## src/hdl/chol_defines.svh

```systemverilog
`ifndef CHOL_DEFINES_SVH
`define CHOL_DEFINES_SVH

// Matrix dimension, the engine factors an N by N matrix
`define CHOL_N 4

// Word width of one matrix element, signed two's complement
`define CHOL_DATA_W 32

// Fractional bits, so the default word is Q16.16
`define CHOL_FRAC_W 16

// Width of a row or column index, must cover CHOL_N-1
`define CHOL_IDX_W 2

`endif

```

## src/hdl/chol_pkg.sv

```systemverilog
`include "chol_defines.svh"

package chol_pkg;

	typedef logic signed [`CHOL_DATA_W-1:0] fixed_t; // One matrix element in fixed point

	typedef logic [`CHOL_IDX_W-1:0] index_t; // Row or column number

	// Sequencer states, one pass over PIVOT, COL and UPDATE per column
	typedef enum logic [2:0] {
		IDLE,       // Loads pass through, waiting for start
		PIVOT_REQ,  // Check T_kk and fire the root unit
		PIVOT_WAIT, // Wait for the root, then write L_kk
		COL_REQ,    // Fire the divider for one element below the pivot
		COL_WAIT,   // Wait for the quotient, then write L_ik
		UPDATE,     // One multiply-subtract per cycle on the trailing triangle
		FINISH      // Raise done and settle pivot_err
	} chol_state_e;

endpackage

```

## src/hdl/chol_matrix_store.sv

```systemverilog
`timescale 1ns/1ps
`include "chol_defines.svh"

module chol_matrix_store
	import chol_pkg::*;
(
	input  logic   i,
	input  logic   rst_n,
	input  logic   wr_en,   // Write lands at the next edge
	input  index_t wr_row,
	input  index_t wr_col,
	input  fixed_t wr_data,
	input  index_t a_row,
	input  index_t a_col,
	input  index_t b_row,
	input  index_t b_col,
	input  index_t r_row,
	input  index_t r_col,
	output fixed_t a_data,
	output fixed_t b_data,
	output fixed_t r_data
);

	localparam int N     = `CHOL_N;
	localparam int DEPTH = N * (N + 1) / 2; // Lower triangle only, row-major packing

	fixed_t mem [DEPTH];

	// Row r starts at r(r+1)/2 in the packed triangle
	function automatic int tri_idx(input index_t row, input index_t col);
		return (int'(row) * (int'(row) + 1)) / 2 + int'(col);
	endfunction

	// Upper elements are not stored and read as zero
	function automatic fixed_t tri_read(input index_t row, input index_t col);
		if (col > row)
			return '0;
		return mem[tri_idx(row, col)];
	endfunction

	always_ff @(posedge i or negedge rst_n) begin
		if (!rst_n) begin
			for (int e = 0; e < DEPTH; e++)
				mem[e] <= '0; // Factor reads as all zero after reset
		end else if (wr_en && (wr_col <= wr_row)) begin
			mem[tri_idx(wr_row, wr_col)] <= wr_data; // Upper writes are dropped
		end
	end

	assign a_data = tri_read(a_row, a_col); // Sequencer operand port
	assign b_data = tri_read(b_row, b_col); // Sequencer operand port
	assign r_data = tri_read(r_row, r_col); // External readback port

endmodule

```

## src/hdl/chol_sqrt.sv

```systemverilog
`timescale 1ns/1ps
`include "chol_defines.svh"

module chol_sqrt
	import chol_pkg::*;
(
	input  logic   i,
	input  logic   rst_n,
	input  logic   start,    // One-cycle pulse, radicand sampled here
	input  fixed_t radicand, // Must be positive
	output fixed_t root,     // Held from done until the next start
	output logic   done
);

	localparam int W = `CHOL_DATA_W + `CHOL_FRAC_W; // Radicand widened by the fraction
	localparam int H = W / 2;                       // One root bit per cycle

	logic [W-1:0]           x;      // Radicand bits still to be consumed, two per step
	logic [H+1:0]           rem;    // Partial remainder
	logic [H-1:0]           q;      // Root bits found so far
	logic [$clog2(H+1)-1:0] cnt;    // Steps left, zero when idle
	logic [H+1:0]           rem_sh; // Remainder with the next two radicand bits
	logic [H+1:0]           trial;  // 4q+1, the test subtrahend
	logic                   ge;     // Next root bit
	logic [H+1:0]           rem_nx;
	logic [H-1:0]           q_nx;

	always_comb begin
		rem_sh = {rem[H-1:0], x[W-1 -: 2]};
		trial  = {q, 2'b01};
		ge     = (rem_sh >= trial);
		rem_nx = ge ? (rem_sh - trial) : rem_sh;
		q_nx   = {q[H-2:0], ge};
	end

	always_ff @(posedge i or negedge rst_n) begin
		if (!rst_n) begin
			cnt  <= '0;
			done <= 1'b0;
		end else begin
			if (start)
				cnt <= H[$clog2(H+1)-1:0];
			else if (cnt != '0)
				cnt <= cnt - 1'b1;
			done <= !start && (cnt == 1); // Last step, done lands H+1 cycles after start
		end
	end

	always_ff @(posedge i) begin
		if (start) begin
			x   <= {radicand, {`CHOL_FRAC_W{1'b0}}}; // Shift left by FRAC_W keeps Q format
			rem <= '0;
			q   <= '0;
		end else if (cnt != '0) begin
			x   <= {x[W-3:0], 2'b00};
			rem <= rem_nx;
			q   <= q_nx;
			if (cnt == 1)
				root <= {{(`CHOL_DATA_W - H){1'b0}}, q_nx}; // Floor of the root
		end
	end

endmodule

```

## src/hdl/chol_div.sv

```systemverilog
`timescale 1ns/1ps
`include "chol_defines.svh"

module chol_div
	import chol_pkg::*;
(
	input  logic   i,
	input  logic   rst_n,
	input  logic   start,    // One-cycle pulse, operands sampled here
	input  fixed_t dividend,
	input  fixed_t divisor,  // Must be positive
	output fixed_t quotient, // Held from done until the next start
	output logic   done
);

	localparam int DW = `CHOL_DATA_W;
	localparam int W  = `CHOL_DATA_W + `CHOL_FRAC_W; // Numerator bits, one per cycle

	logic [DW-1:0]          mag;     // Magnitude of the dividend
	logic [W-1:0]           num;     // Numerator shifting out, quotient shifting in
	logic [DW:0]            rem;     // Partial remainder, one guard bit
	logic [DW-1:0]          dvsr;    // Divisor captured at start
	logic                   neg;     // Sign of the dividend, restored at the end
	logic [$clog2(W+1)-1:0] cnt;     // Steps left, zero when idle
	logic [DW:0]            rem_sh;
	logic                   ge;      // Next quotient bit
	logic [DW:0]            rem_nx;
	logic [W-1:0]           num_nx;
	logic [DW-1:0]          q_lo;    // Quotient cut to word width

	assign mag = dividend[DW-1] ? -dividend : dividend; // Most negative value maps to 2^(DW-1)

	always_comb begin
		rem_sh = {rem[DW-1:0], num[W-1]};
		ge     = (rem_sh >= {1'b0, dvsr});
		rem_nx = ge ? (rem_sh - {1'b0, dvsr}) : rem_sh; // Restore by keeping the old value
		num_nx = {num[W-2:0], ge};
		q_lo   = num_nx[DW-1:0];
	end

	always_ff @(posedge i or negedge rst_n) begin
		if (!rst_n) begin
			cnt  <= '0;
			done <= 1'b0;
		end else begin
			if (start)
				cnt <= W[$clog2(W+1)-1:0];
			else if (cnt != '0)
				cnt <= cnt - 1'b1;
			done <= !start && (cnt == 1); // Done lands W+1 cycles after start
		end
	end

	always_ff @(posedge i) begin
		if (start) begin
			num  <= {mag, {`CHOL_FRAC_W{1'b0}}}; // Pre-shift so the quotient keeps Q format
			rem  <= '0;
			dvsr <= divisor;
			neg  <= dividend[DW-1];
		end else if (cnt != '0) begin
			num <= num_nx;
			rem <= rem_nx;
			if (cnt == 1)
				quotient <= neg ? -q_lo : q_lo; // Truncates toward zero
		end
	end

endmodule

```

## src/hdl/chol_sequencer.sv

```systemverilog
`timescale 1ns/1ps
`include "chol_defines.svh"

module chol_sequencer
	import chol_pkg::*;
(
	input  logic   i,
	input  logic   rst_n,
	input  logic   start,
	input  logic   load_en,     // Honoured only while idle
	input  index_t load_row,
	input  index_t load_col,
	input  fixed_t load_data,
	output logic   busy,
	output logic   done,
	output logic   pivot_err,
	output logic   wr_en,
	output index_t wr_row,
	output index_t wr_col,
	output fixed_t wr_data,
	output index_t a_row,
	output index_t a_col,
	output index_t b_row,
	output index_t b_col,
	input  fixed_t a_data,
	input  fixed_t b_data,
	output logic   sq_start,
	output fixed_t sq_radicand,
	input  fixed_t sq_root,
	input  logic   sq_done,
	output logic   dv_start,
	output fixed_t dv_dividend,
	output fixed_t dv_divisor,
	input  fixed_t dv_quotient,
	input  logic   dv_done
);

	localparam index_t LAST = index_t'(`CHOL_N - 1);

	chol_state_e                 state;
	index_t                      k;         // Current pivot column
	index_t                      row;       // Row being divided or updated
	index_t                      col;       // Column being updated, walks down to k+1
	index_t                      k_next;
	fixed_t                      lik;       // L_ik held for the rest of an update row
	fixed_t                      mul_a;
	logic signed [2*`CHOL_DATA_W-1:0] prod; // Full product before rescaling
	fixed_t                      upd;       // T_ij - L_ik*L_jk
	logic                        pivot_bad;

	assign k_next    = k + 1'b1;
	assign busy      = (state != IDLE);
	assign pivot_bad = (a_data <= fixed_t'(0)); // Port a sits on (k,k) in the pivot states
	assign mul_a     = (col == row) ? b_data : lik; // Diagonal step squares L_ik
	assign prod      = mul_a * b_data;
	assign upd       = a_data - fixed_t'(prod >>> `CHOL_FRAC_W); // Floor of the rescaled product

	// Unit operands come straight off the store ports, stable through the start cycle
	assign sq_radicand = a_data;
	assign dv_dividend = a_data;
	assign dv_divisor  = b_data;

	always_comb begin
		wr_en   = 1'b0;
		wr_row  = k;
		wr_col  = k;
		wr_data = upd;
		a_row   = k; // Pivot states and FINISH look at (k,k)
		a_col   = k;
		b_row   = k;
		b_col   = k;
		case (state)
			IDLE: begin
				wr_en   = load_en;
				wr_row  = load_row;
				wr_col  = load_col;
				wr_data = load_data;
			end
			PIVOT_WAIT: begin
				wr_en   = sq_done; // L_kk replaces T_kk
				wr_data = sq_root;
			end
			COL_REQ, COL_WAIT: begin
				a_row   = row; // T_ik over L_kk on port b
				wr_en   = (state == COL_WAIT) && dv_done;
				wr_row  = row;
				wr_data = dv_quotient;
			end
			UPDATE: begin
				a_row  = row; // T_ij in place
				a_col  = col;
				b_row  = col; // L_jk, which is L_ik on the diagonal step
				wr_en  = 1'b1;
				wr_row = row;
				wr_col = col;
			end
			default: begin
			end
		endcase
	end

	always_ff @(posedge i or negedge rst_n) begin
		if (!rst_n) begin
			state     <= IDLE;
			k         <= '0;
			row       <= '0;
			col       <= '0;
			done      <= 1'b0;
			pivot_err <= 1'b0;
			sq_start  <= 1'b0;
			dv_start  <= 1'b0;
		end else begin
			done     <= 1'b0;
			sq_start <= 1'b0;
			dv_start <= 1'b0;
			case (state)
				IDLE: if (start) begin
					pivot_err <= 1'b0; // Flag holds only until the next run
					k         <= '0;
					state     <= PIVOT_REQ;
				end
				PIVOT_REQ: if (pivot_bad) begin
					state <= FINISH; // Abort, T_kk stays in the store
				end else begin
					sq_start <= 1'b1;
					state    <= PIVOT_WAIT;
				end
				PIVOT_WAIT: if (sq_done) begin
					row   <= k_next;
					state <= (k == LAST) ? FINISH : COL_REQ; // Last column has nothing below
				end
				COL_REQ: begin
					dv_start <= 1'b1;
					state    <= COL_WAIT;
				end
				COL_WAIT: if (dv_done) begin
					if (row == LAST) begin
						row   <= k_next; // Update starts at the first trailing diagonal
						col   <= k_next;
						state <= UPDATE;
					end else begin
						row   <= row + 1'b1;
						state <= COL_REQ;
					end
				end
				UPDATE: if (col == k_next) begin
					if (row == LAST) begin
						k     <= k_next;
						state <= PIVOT_REQ;
					end else begin
						row <= row + 1'b1;
						col <= row + 1'b1; // Each row opens on its diagonal
					end
				end else begin
					col <= col - 1'b1;
				end
				FINISH: begin
					done      <= 1'b1;
					// (k,k) holds a positive root after a full run and the bad pivot after an abort
					pivot_err <= pivot_bad;
					state     <= IDLE;
				end
				default: state <= IDLE;
			endcase
		end
	end

	always_ff @(posedge i) begin
		if ((state == UPDATE) && (col == row))
			lik <= b_data; // Port b carries L_ik on the diagonal step
	end

endmodule

```

## src/hdl/chol_top.sv

```systemverilog
`timescale 1ns/1ps

module chol_top
	import chol_pkg::*;
(
	input  logic   i,
	input  logic   rst_n,
	input  logic   start,     // One-cycle pulse while idle
	input  logic   load_en,
	input  index_t load_row,
	input  index_t load_col,
	input  fixed_t load_data,
	input  index_t rd_row,
	input  index_t rd_col,
	output fixed_t rd_data,   // Combinational, valid while busy is low
	output logic   busy,
	output logic   done,
	output logic   pivot_err
);

	logic   wr_en;
	index_t wr_row, wr_col;
	fixed_t wr_data;
	index_t a_row, a_col, b_row, b_col;
	fixed_t a_data, b_data;
	logic   sq_start, sq_done;
	fixed_t sq_radicand, sq_root;
	logic   dv_start, dv_done;
	fixed_t dv_dividend, dv_divisor, dv_quotient;

	// Sole writer of the store and sole user of the two units
	chol_sequencer u_seq (
		.i, .rst_n, .start,
		.load_en, .load_row, .load_col, .load_data,
		.busy, .done, .pivot_err,
		.wr_en, .wr_row, .wr_col, .wr_data,
		.a_row, .a_col, .b_row, .b_col, .a_data, .b_data,
		.sq_start, .sq_radicand, .sq_root, .sq_done,
		.dv_start, .dv_dividend, .dv_divisor, .dv_quotient, .dv_done
	);

	// Port r serves the external readback
	chol_matrix_store u_store (
		.i, .rst_n,
		.wr_en, .wr_row, .wr_col, .wr_data,
		.a_row, .a_col, .b_row, .b_col,
		.r_row (rd_row), .r_col (rd_col),
		.a_data, .b_data, .r_data (rd_data)
	);

	chol_sqrt u_sqrt (.i, .rst_n, .start (sq_start), .radicand (sq_radicand),
		.root (sq_root), .done (sq_done));

	chol_div u_div (.i, .rst_n, .start (dv_start), .dividend (dv_dividend),
		.divisor (dv_divisor), .quotient (dv_quotient), .done (dv_done));

endmodule

```

## config.mk

```make
export PLATFORM = sky130hd
export DESIGN_NAME = chol_top
export DESIGN_NICKNAME = d
export VERILOG_FILES = /design/src/hdl/chol_pkg.sv /design/src/hdl/chol_matrix_store.sv /design/src/hdl/chol_sqrt.sv /design/src/hdl/chol_div.sv /design/src/hdl/chol_sequencer.sv /design/src/hdl/chol_top.sv
export VERILOG_INCLUDE_DIRS = /design/src /design/src/hdl
export SDC_FILE = /design/constraint.sdc
export NUM_CORES = 2
export LEC_CHECK = 0
export ABC_CLOCK_PERIOD_IN_PS = 13000
export BUFFER_PORTS_ARGS = -buffer_cell sky130_fd_sc_hd__buf_2
export CELL_PAD_IN_SITES_DETAIL_PLACEMENT = 0
export CELL_PAD_IN_SITES_GLOBAL_PLACEMENT = 1
export CORE_MARGIN = 3
export CORE_UTILIZATION = 25
export CTS_BUF_LIST = sky130_fd_sc_hd__clkbuf_8
export CTS_CLUSTER_DIAMETER = 30
export DETAILED_ROUTE_END_ITERATION = 7
export PLACE_DENSITY_LB_ADDON = 0.1
export SYNTH_ARGS = -nofsm -noshare
export SYNTH_HDL_FRONTEND = slang
export SYNTH_HIERARCHICAL = 1
export SYNTH_SLANG_ARGS = --single-unit
```

## constraint.sdc

```tcl
create_clock -name i -period 13 [get_ports i]
set_clock_uncertainty 0.2 [all_clocks]
set_input_delay 1.3 -clock i [delete_from_list [all_inputs] [get_ports i]]
set_output_delay 1.3 -clock i [all_outputs]
set_load 0.005 [all_outputs]
```

* Word level (Yosys, flattened, before mapping)
Cells that the tools add are included.
** Storage, ports and cells
- Memory bits (read-only) :: 0
- Output and inout port bits :: 35
- Bits in writable memories :: 0
- Memories kept :: 0
- Bits in latches :: 0
- Bits in registers :: 627
** Operators by class
- $add $sub $neg :: 22
- Shift-type cells :: 0
- $mul :: 5
- Mux-type cells :: 68
- Divide/modulo/power cells :: 0
- Equality and inequality tests :: 20
- Bitwise logic cells :: 10
- Reductions and logical operators :: 27
- $lt $le $gt $ge :: 12
** Operators by type and width (count)
- two-way mux 32 bit :: 17
- binary-select mux 32 bit (select 4 bit) :: 3
- bitwise mux 320 bit :: 1
- two-way mux 48 bit :: 4
- adder 32 x 1 -> 32 bit :: 4
- adder 32 x 3 -> 32 bit :: 4
- demux 32 bit (select 4 bit) :: 1
- greater-or-equal comparator 32 x 5 -> 1 bit, second input constant :: 4
- multiplier 3 x 32 -> 32 bit :: 4
- NOT 32 bit :: 4
- one-hot mux 32 bit (3 select lines) :: 1
- negator 32 bit :: 2
- subtractor 32 bit :: 2
- multiplier 32 x 32 -> 48 bit :: 1
- greater-or-equal comparator 33 x 32 -> 1 bit :: 1
- <= comparator 32 x 1 -> 1 bit, second input constant :: 1
- < comparator 32 x 1 -> 1 bit, second input constant :: 1
- greater-or-equal comparator 26 bit :: 1
- two-way mux 2 bit :: 12
- two-way mux 24 bit :: 1
- two-way mux 3 bit :: 8
- subtractor 24 bit :: 1
- one-hot mux 3 bit (6 select lines) :: 1
- one-hot mux 2 bit (2 select lines) :: 4
- 38 further kinds :: 81

* Longest topological paths before layout
- Word-level depth :: 17
- Gate-level depth with buffers :: 60
- Gate-level depth less buffers :: 54

* Cells and area by module
The synthesis kept the hierarchy.
** Modules (own cells, without submodules)
- chol_sequencer :: cells an instance 3894, times used 1, seq. area each 1286.2 um2, area each 34684.5 um2
- chol_matrix_store :: cells an instance 1628, times used 1, seq. area each 8007.7 um2, area each 20886.3 um2
- chol_div :: cells an instance 858, times used 1, seq. area each 4048.9 um2, area each 8420.6 um2
- chol_sqrt :: cells an instance 596, times used 1, seq. area each 2792.7 um2, area each 5864.4 um2

* Worst setup path before layout
No wires, ideal clock.
- Kind :: register to register
- Start point :: register u_seq.state[0]
- End point :: register u_store/mem[93] in the netlist's numbering
- Cell stages (with the launch flop) :: 57
- Setup slack :: -0.654 ns
- Setup time :: 0.128 ns
- Data required time :: 12.672 ns
- Buffers on the path :: 9
- Data arrival time :: 13.326 ns
- Cells stage by stage :: dfrtp_1 > clkbuf_1 > clkbuf_1 > and2_1 > clkbuf_1 > nand2_1 > nand2_1 > buf_4 > inv_1 > ha_1 > ha_1 > xnor2_1 > fa_1 > clkbuf_1 > or2_2 > or3_1 > clkbuf_1 > clkbuf_1 > [... 21 more ...] > a41oi_1 > o221ai_1 > a41oi_1 > o21a_1 > o21ai_1 > a21oi_1 > o21bai_1 > xnor2_1 > ha_1 > a21o_1 > a21o_1 > a221o_1 > a31o_2 > a211oi_1 > nor3_1 > xor2_1 > a221o_1 > mux2_1
** On the way
- Cells in the longest elaborated chain, start to end :: 17
** Ends and longest elaborated chain
- from (decl) :: line chol_sequencer.sv:40 : chol_state_e state;
- from (signal assigned) :: line chol_sequencer.sv:130 : state <= (k == LAST) ? FINISH : COL_REQ;
- == test 3 bit (*) :: line chol_sequencer.sv:72 : case (state)
- two-way mux 2 bit (*) :: line chol_sequencer.sv:72
- via a_col[0] :: line chol_top.sv:24 : index_t a_row, a_col, b_row, b_col;
- adder 2 x 1 -> 3 bit :: line chol_matrix_store.sv:31 : return (int'(row) * (int'(row) + 1)) / 2 + int'(col);
- multiplier 3 x 32 -> 32 bit :: line chol_matrix_store.sv:31
- bitwise AND 1 bit (no source line)
- adder 32 x 1 -> 32 bit (no source line)
- adder 32 x 3 -> 32 bit :: line chol_matrix_store.sv:31
- [... 4 more ...]
- two-way mux 32 bit (*) :: line chol_matrix_store.sv:38 : return mem[tri_idx(row, col)];
- via b_data[15] :: line chol_top.sv:25 : fixed_t a_data, b_data;
- two-way mux 32 bit :: line chol_sequencer.sv:54 : assign mul_a = (col == row) ? b_data : lik;
- multiplier 32 x 32 -> 48 bit (*) :: line chol_sequencer.sv:55 : assign prod = mul_a * b_data;
- subtractor 32 bit (*) :: line chol_sequencer.sv:56 : assign upd = a_data - fixed_t'(prod >>> `CHOL_FRAC_W);
- one-hot mux 32 bit (3 select lines) (*) :: line chol_sequencer.sv:72
- via wr_data[29] :: line chol_top.sv:23 : fixed_t wr_data;
- bitwise mux 320 bit (*) :: line chol_matrix_store.sv:46 : mem[tri_idx(wr_row, wr_col)] <= wr_data;
- to (signal, indexed assignment) :: line chol_matrix_store.sv:46
- to (decl) :: line chol_matrix_store.sv:27 : fixed_t mem [DEPTH];
Mark *: on every way through the listed nets, which the timed path passes. The rest lies on a longest branch. The select of a mux whose other input is x is not followed.
A chain may end at the register's enable or synchronous reset.

* Final worst setup path
- Start point :: register u_seq.state[2]
- End point :: register u_store/mem[89] in the netlist's numbering
The elaborated chain is that of the path after synthesis.

==> results by group <==
CTS
  • CTS Root Cell: sky130_fd_sc_hd__clkbuf_8
  • Clock sink total: 627
  • H-tree depth: 4
  • Clock transition time at the flip-flop clock pins of the worst setup and hold paths: 0.05 ns
  • Number of buffers on the longest clock path: 3
  • Number of buffers created by CTS: 215
  • Clock tree from TritonCTS: done
  • Clock latency on the worst-skew pair: 0.95 ns

Routing
  • DRC Markers: 0
  • Routed wire per std cell: 25.3 um
  • Number of DRC markers in iteration 0: 2857
  • Number of search-and-repair iterations in the first detailed-routing pass: 5
  • Via/cell ratio: 4.68
  • Total length of routed wires: 289000 um
  • Vias post-DR: 53500
  • Post-route ant nets: 0

Timing
  • Portion of the clock cycle consumed by the worst path in the final layout: 100%
  • Transition time at the pin with the least slew margin: 2.16 ns
  • Fin. Hold Viols: 0
  • Pins Over Slew Limit: 3
  • Time the worst path needs with I/O delays and setup: 13.00 ns
  • Sum of negative setup slack: -0.00249 ns
  • Total setup violations reported at the end of the flow: 1
  • Worst max-slew margin expressed relative to the limit: -45.7%
  • Final Worst Setup Slack: -0.00249 ns
  • Unrepaired setup endpoints after global routing: true
  • Maximum operating frequency: 0.0769 GHz

Critical path
  • Launch instance of the worst register-to-register path: u_seq/state[2]
  • Setup slack of the most critical reg-to-reg path: -0.002 ns
  • Delay of the slowest cell on the worst path: 0.61 ns
  • Worst path most repeated cell: sky130_fd_sc_hd__fa_1
  • Depth of the worst register-to-register path: 55
  • Required time at the endpoint of the critical path: 13.62 ns
  • Reg2Reg Capture Point: u_store/mem[89]
  • Critical Path Fanout Max: 7
  • Slowest stage cell, crit path: sky130_fd_sc_hd__fa_2
  • Sort of element at the start of the critical path: register
  • Crit Path Category: register to register
  • Arrival time worst endpoint: 13.62 ns
  • Critical path endpoint category: register

Die
  • Die area: 0.286 mm2
  • Vertical die dimension: 535 um
  • Effective utilization at floorplan: 25.2%
  • IO Count: 79
  • Row Count: 193
  • Core ar.: 0.277 mm2
  • Die span in x: 535 um

Finish
  • Number of nets in the layout: 8723
  • Fin cells: 11400
  • # fillers: 28900
  • Fraction of layout cells with a size suffix above 1: 27.5%
  • P&R area growth vs syn: 24.7%

Placement
  • Placed Cells incl. Taps: 10900
  • # port buffers: 78
  • Detailed placement HPWL: 215000 um
  • Placer's final routability congestion estimate: 0.810

Global routing
  • Via count of the first global-routing pass: 57800
  • Total routing usage reported by global routing: 19.9%
  • Number of antenna violations at the first check in global routing: 17
  • Largest net degree at the start of global routing: 97
  • Global-route wire length before repair: 419000 um
  • Total congestion overflow: 0

Synth
  • Distinct cell type count of the synthesized netlist: 105
  • Area share of the largest cell type after synthesis: 24.2%
  • Top-count cell post-synth: sky130_fd_sc_hd__inv_1
  • Most instantiated flip-flop cell in the synthesis netlist: sky130_fd_sc_hd__dfrtp_1
  • Synth warn: 6
  • Post-Syn Instances: 6976
  • Post-synth EDFFs: 185
  • Sequential share of the synthesized area: 23.1%
  • Top cell types by occurrence after synthesis: sky130_fd_sc_hd__inv_1 (951), sky130_fd_sc_hd__fa_1 (844), sky130_fd_sc_hd__nand2_1 (679)
  • Average cell area after synthesis: 10.0 um2
  • Async SR Flop Fraction: 55.2%
  • Synthesis-stage register bit count: 627
  • Netlist area before placement: 0.0699 mm2
  • Cell type contributing the most total cell area after synthesis: sky130_fd_sc_hd__fa_1
  • Biggest area contributors in the synthesized netlist: sky130_fd_sc_hd__fa_1 (24%), sky130_fd_sc_hd__dfrtp_1 (12%), sky130_fd_sc_hd__edfxtp_1 (8.0%), sky130_fd_sc_hd__mux2_2 (6.2%), sky130_fd_sc_hd__ha_1 (5.4%)

Hold path
  • Hold/Removal Path Class: primary input to asynchronous set/reset pin

Job
  • Max-cap viol count: 1

Outcome
  • Result of the run: finished, violations left
  • Violations in the final reports: max-capacitance violations, max-slew violations, negative setup slack
-- cell families after synthesis --
logic type | Yosys count | share of synthesized area [%]
adders and majority gates | 1147 | 29.6
xor gates and xnor gates | 205 | 2.64
and+or+nand+nor | 1757 | 12.6
AOI/OAI and AO/OA | 953 | 8.78
buffers and inverters | 1480 | 8.83
other | 1 | 0.00537
DFF | 627 | 23.1
muxes | 806 | 14.4
-- repair_timing --
action | CTS | global route
gates cloned | 9 | 9
buffers inserted | 47 | 48
gates resized for setup | 283 | 376
hold buffers | 0 | 0
endpoints found under the setup margin | 242 | 220
pin swaps | 91 | 190
-- worst max path at each step --
stage               depth (start not counted)      startpoint  slack (ns)          endpoint
floorplan                                  56  u_seq/state[1]      0.0003   u_store/mem[93]
global placement                           52  u_seq/state[2]       -1.33  u_store/mem[188]
detailed placement                         50  u_seq/state[2]       -1.30  u_store/mem[284]
CTS                                        59  u_seq/state[2]       -0.10  u_store/mem[281]
global route                               54  u_seq/state[1]       -0.37  u_store/mem[189]
finish                                     55  u_seq/state[2]      -0.002   u_store/mem[89]
-- sequential cells by signal (all words and copies together), names as in the netlist, 2 cells and up --
signal,cells
u_seq/b_col,2
u_seq/col,2
u_seq/lik,32
u_div/num,48
u_sqrt/cnt,5
u_sqrt/x,32
u_sqrt/rem,24
u_seq/state,3
u_div/quotient,32
u_seq/row,2
u_div/dvsr,32
u_div/rem,32
u_sqrt/root,24
u_sqrt/q,24
u_div/cnt,6
u_store/mem,320
-- layout make-up --
type	instances	area (um2)	area share [%]
Antenna cell	5	12.5	0.0144
Clock buffer	255	3510	4.03
Clock inverter	152	1490	1.71
Inverter	952	3580	4.10
Multi-Input combinational cell	4881	50200	57.7
Sequential cell	627	16100	18.5
Tap cell	3705	4640	5.32
Timing Repair Buffer	855	7510	8.61
-- cell usage in the layout, fill, tap and decap left out, drive strengths merged, types with 27 or more instances in the layout --
cell type  count
inv         1003
buf          852
fa           844
nand2        681
and2         497
mux2         413
dfrtp        346
ha           303
a21oi        276
mux2i        274
clkbuf       256
nor2         195
edfxtp       185
o21ai        178
xnor2        151
o22ai        131
mux4         119
nor3         107
dfxtp         96
a211oi        81
clkinv        67
xor2          51
nand2b        46
a21o          42
nand3         39
or3           33
nor2b         32
a22o          29
o31ai         27
-- metrics by stage --
stage / setup WS [ns] / util (%) / instance area (um2) / hold WS (ns)
floorplan: 0.000308 / - / 69900 / 0.232
global placement: -1.33 / 28.3 / 78400 / 0.248
detailed placement: -1.30 / 28.3 / 78400 / 0.258
CTS: -0.103 / 30.7 / 85200 / 0.118
global route: -0.366 / 31.4 / 87100 / 0.183
finish: -0.00249 / 31.4 / 87100 / 0.230
-- metal layers --
metal / vias up / routed length, um / global-route usage, %
li1: 24200 / - / -
met2: 1085 / 134000 / 32.4
met5: - / 0 / 0
met1: 27900 / 138000 / 28.3
met4: 0 / 7000 / 4.63
met3: 322 / 10500 / 2.24
-- critical path: cells and delay by family, from the launching register on --
kind            cells  cell delay [ns]
xor+xnor            4             0.87
compound gates      9             1.53
mux                 3             0.85
flops               1             0.39
simple gates       15             1.83
fa+ha+maj          13             5.59
buf+inv            11             1.59
Power is not shown: default switching activity piles up to over one toggle a cycle in this logic, so the estimate is an artifact.
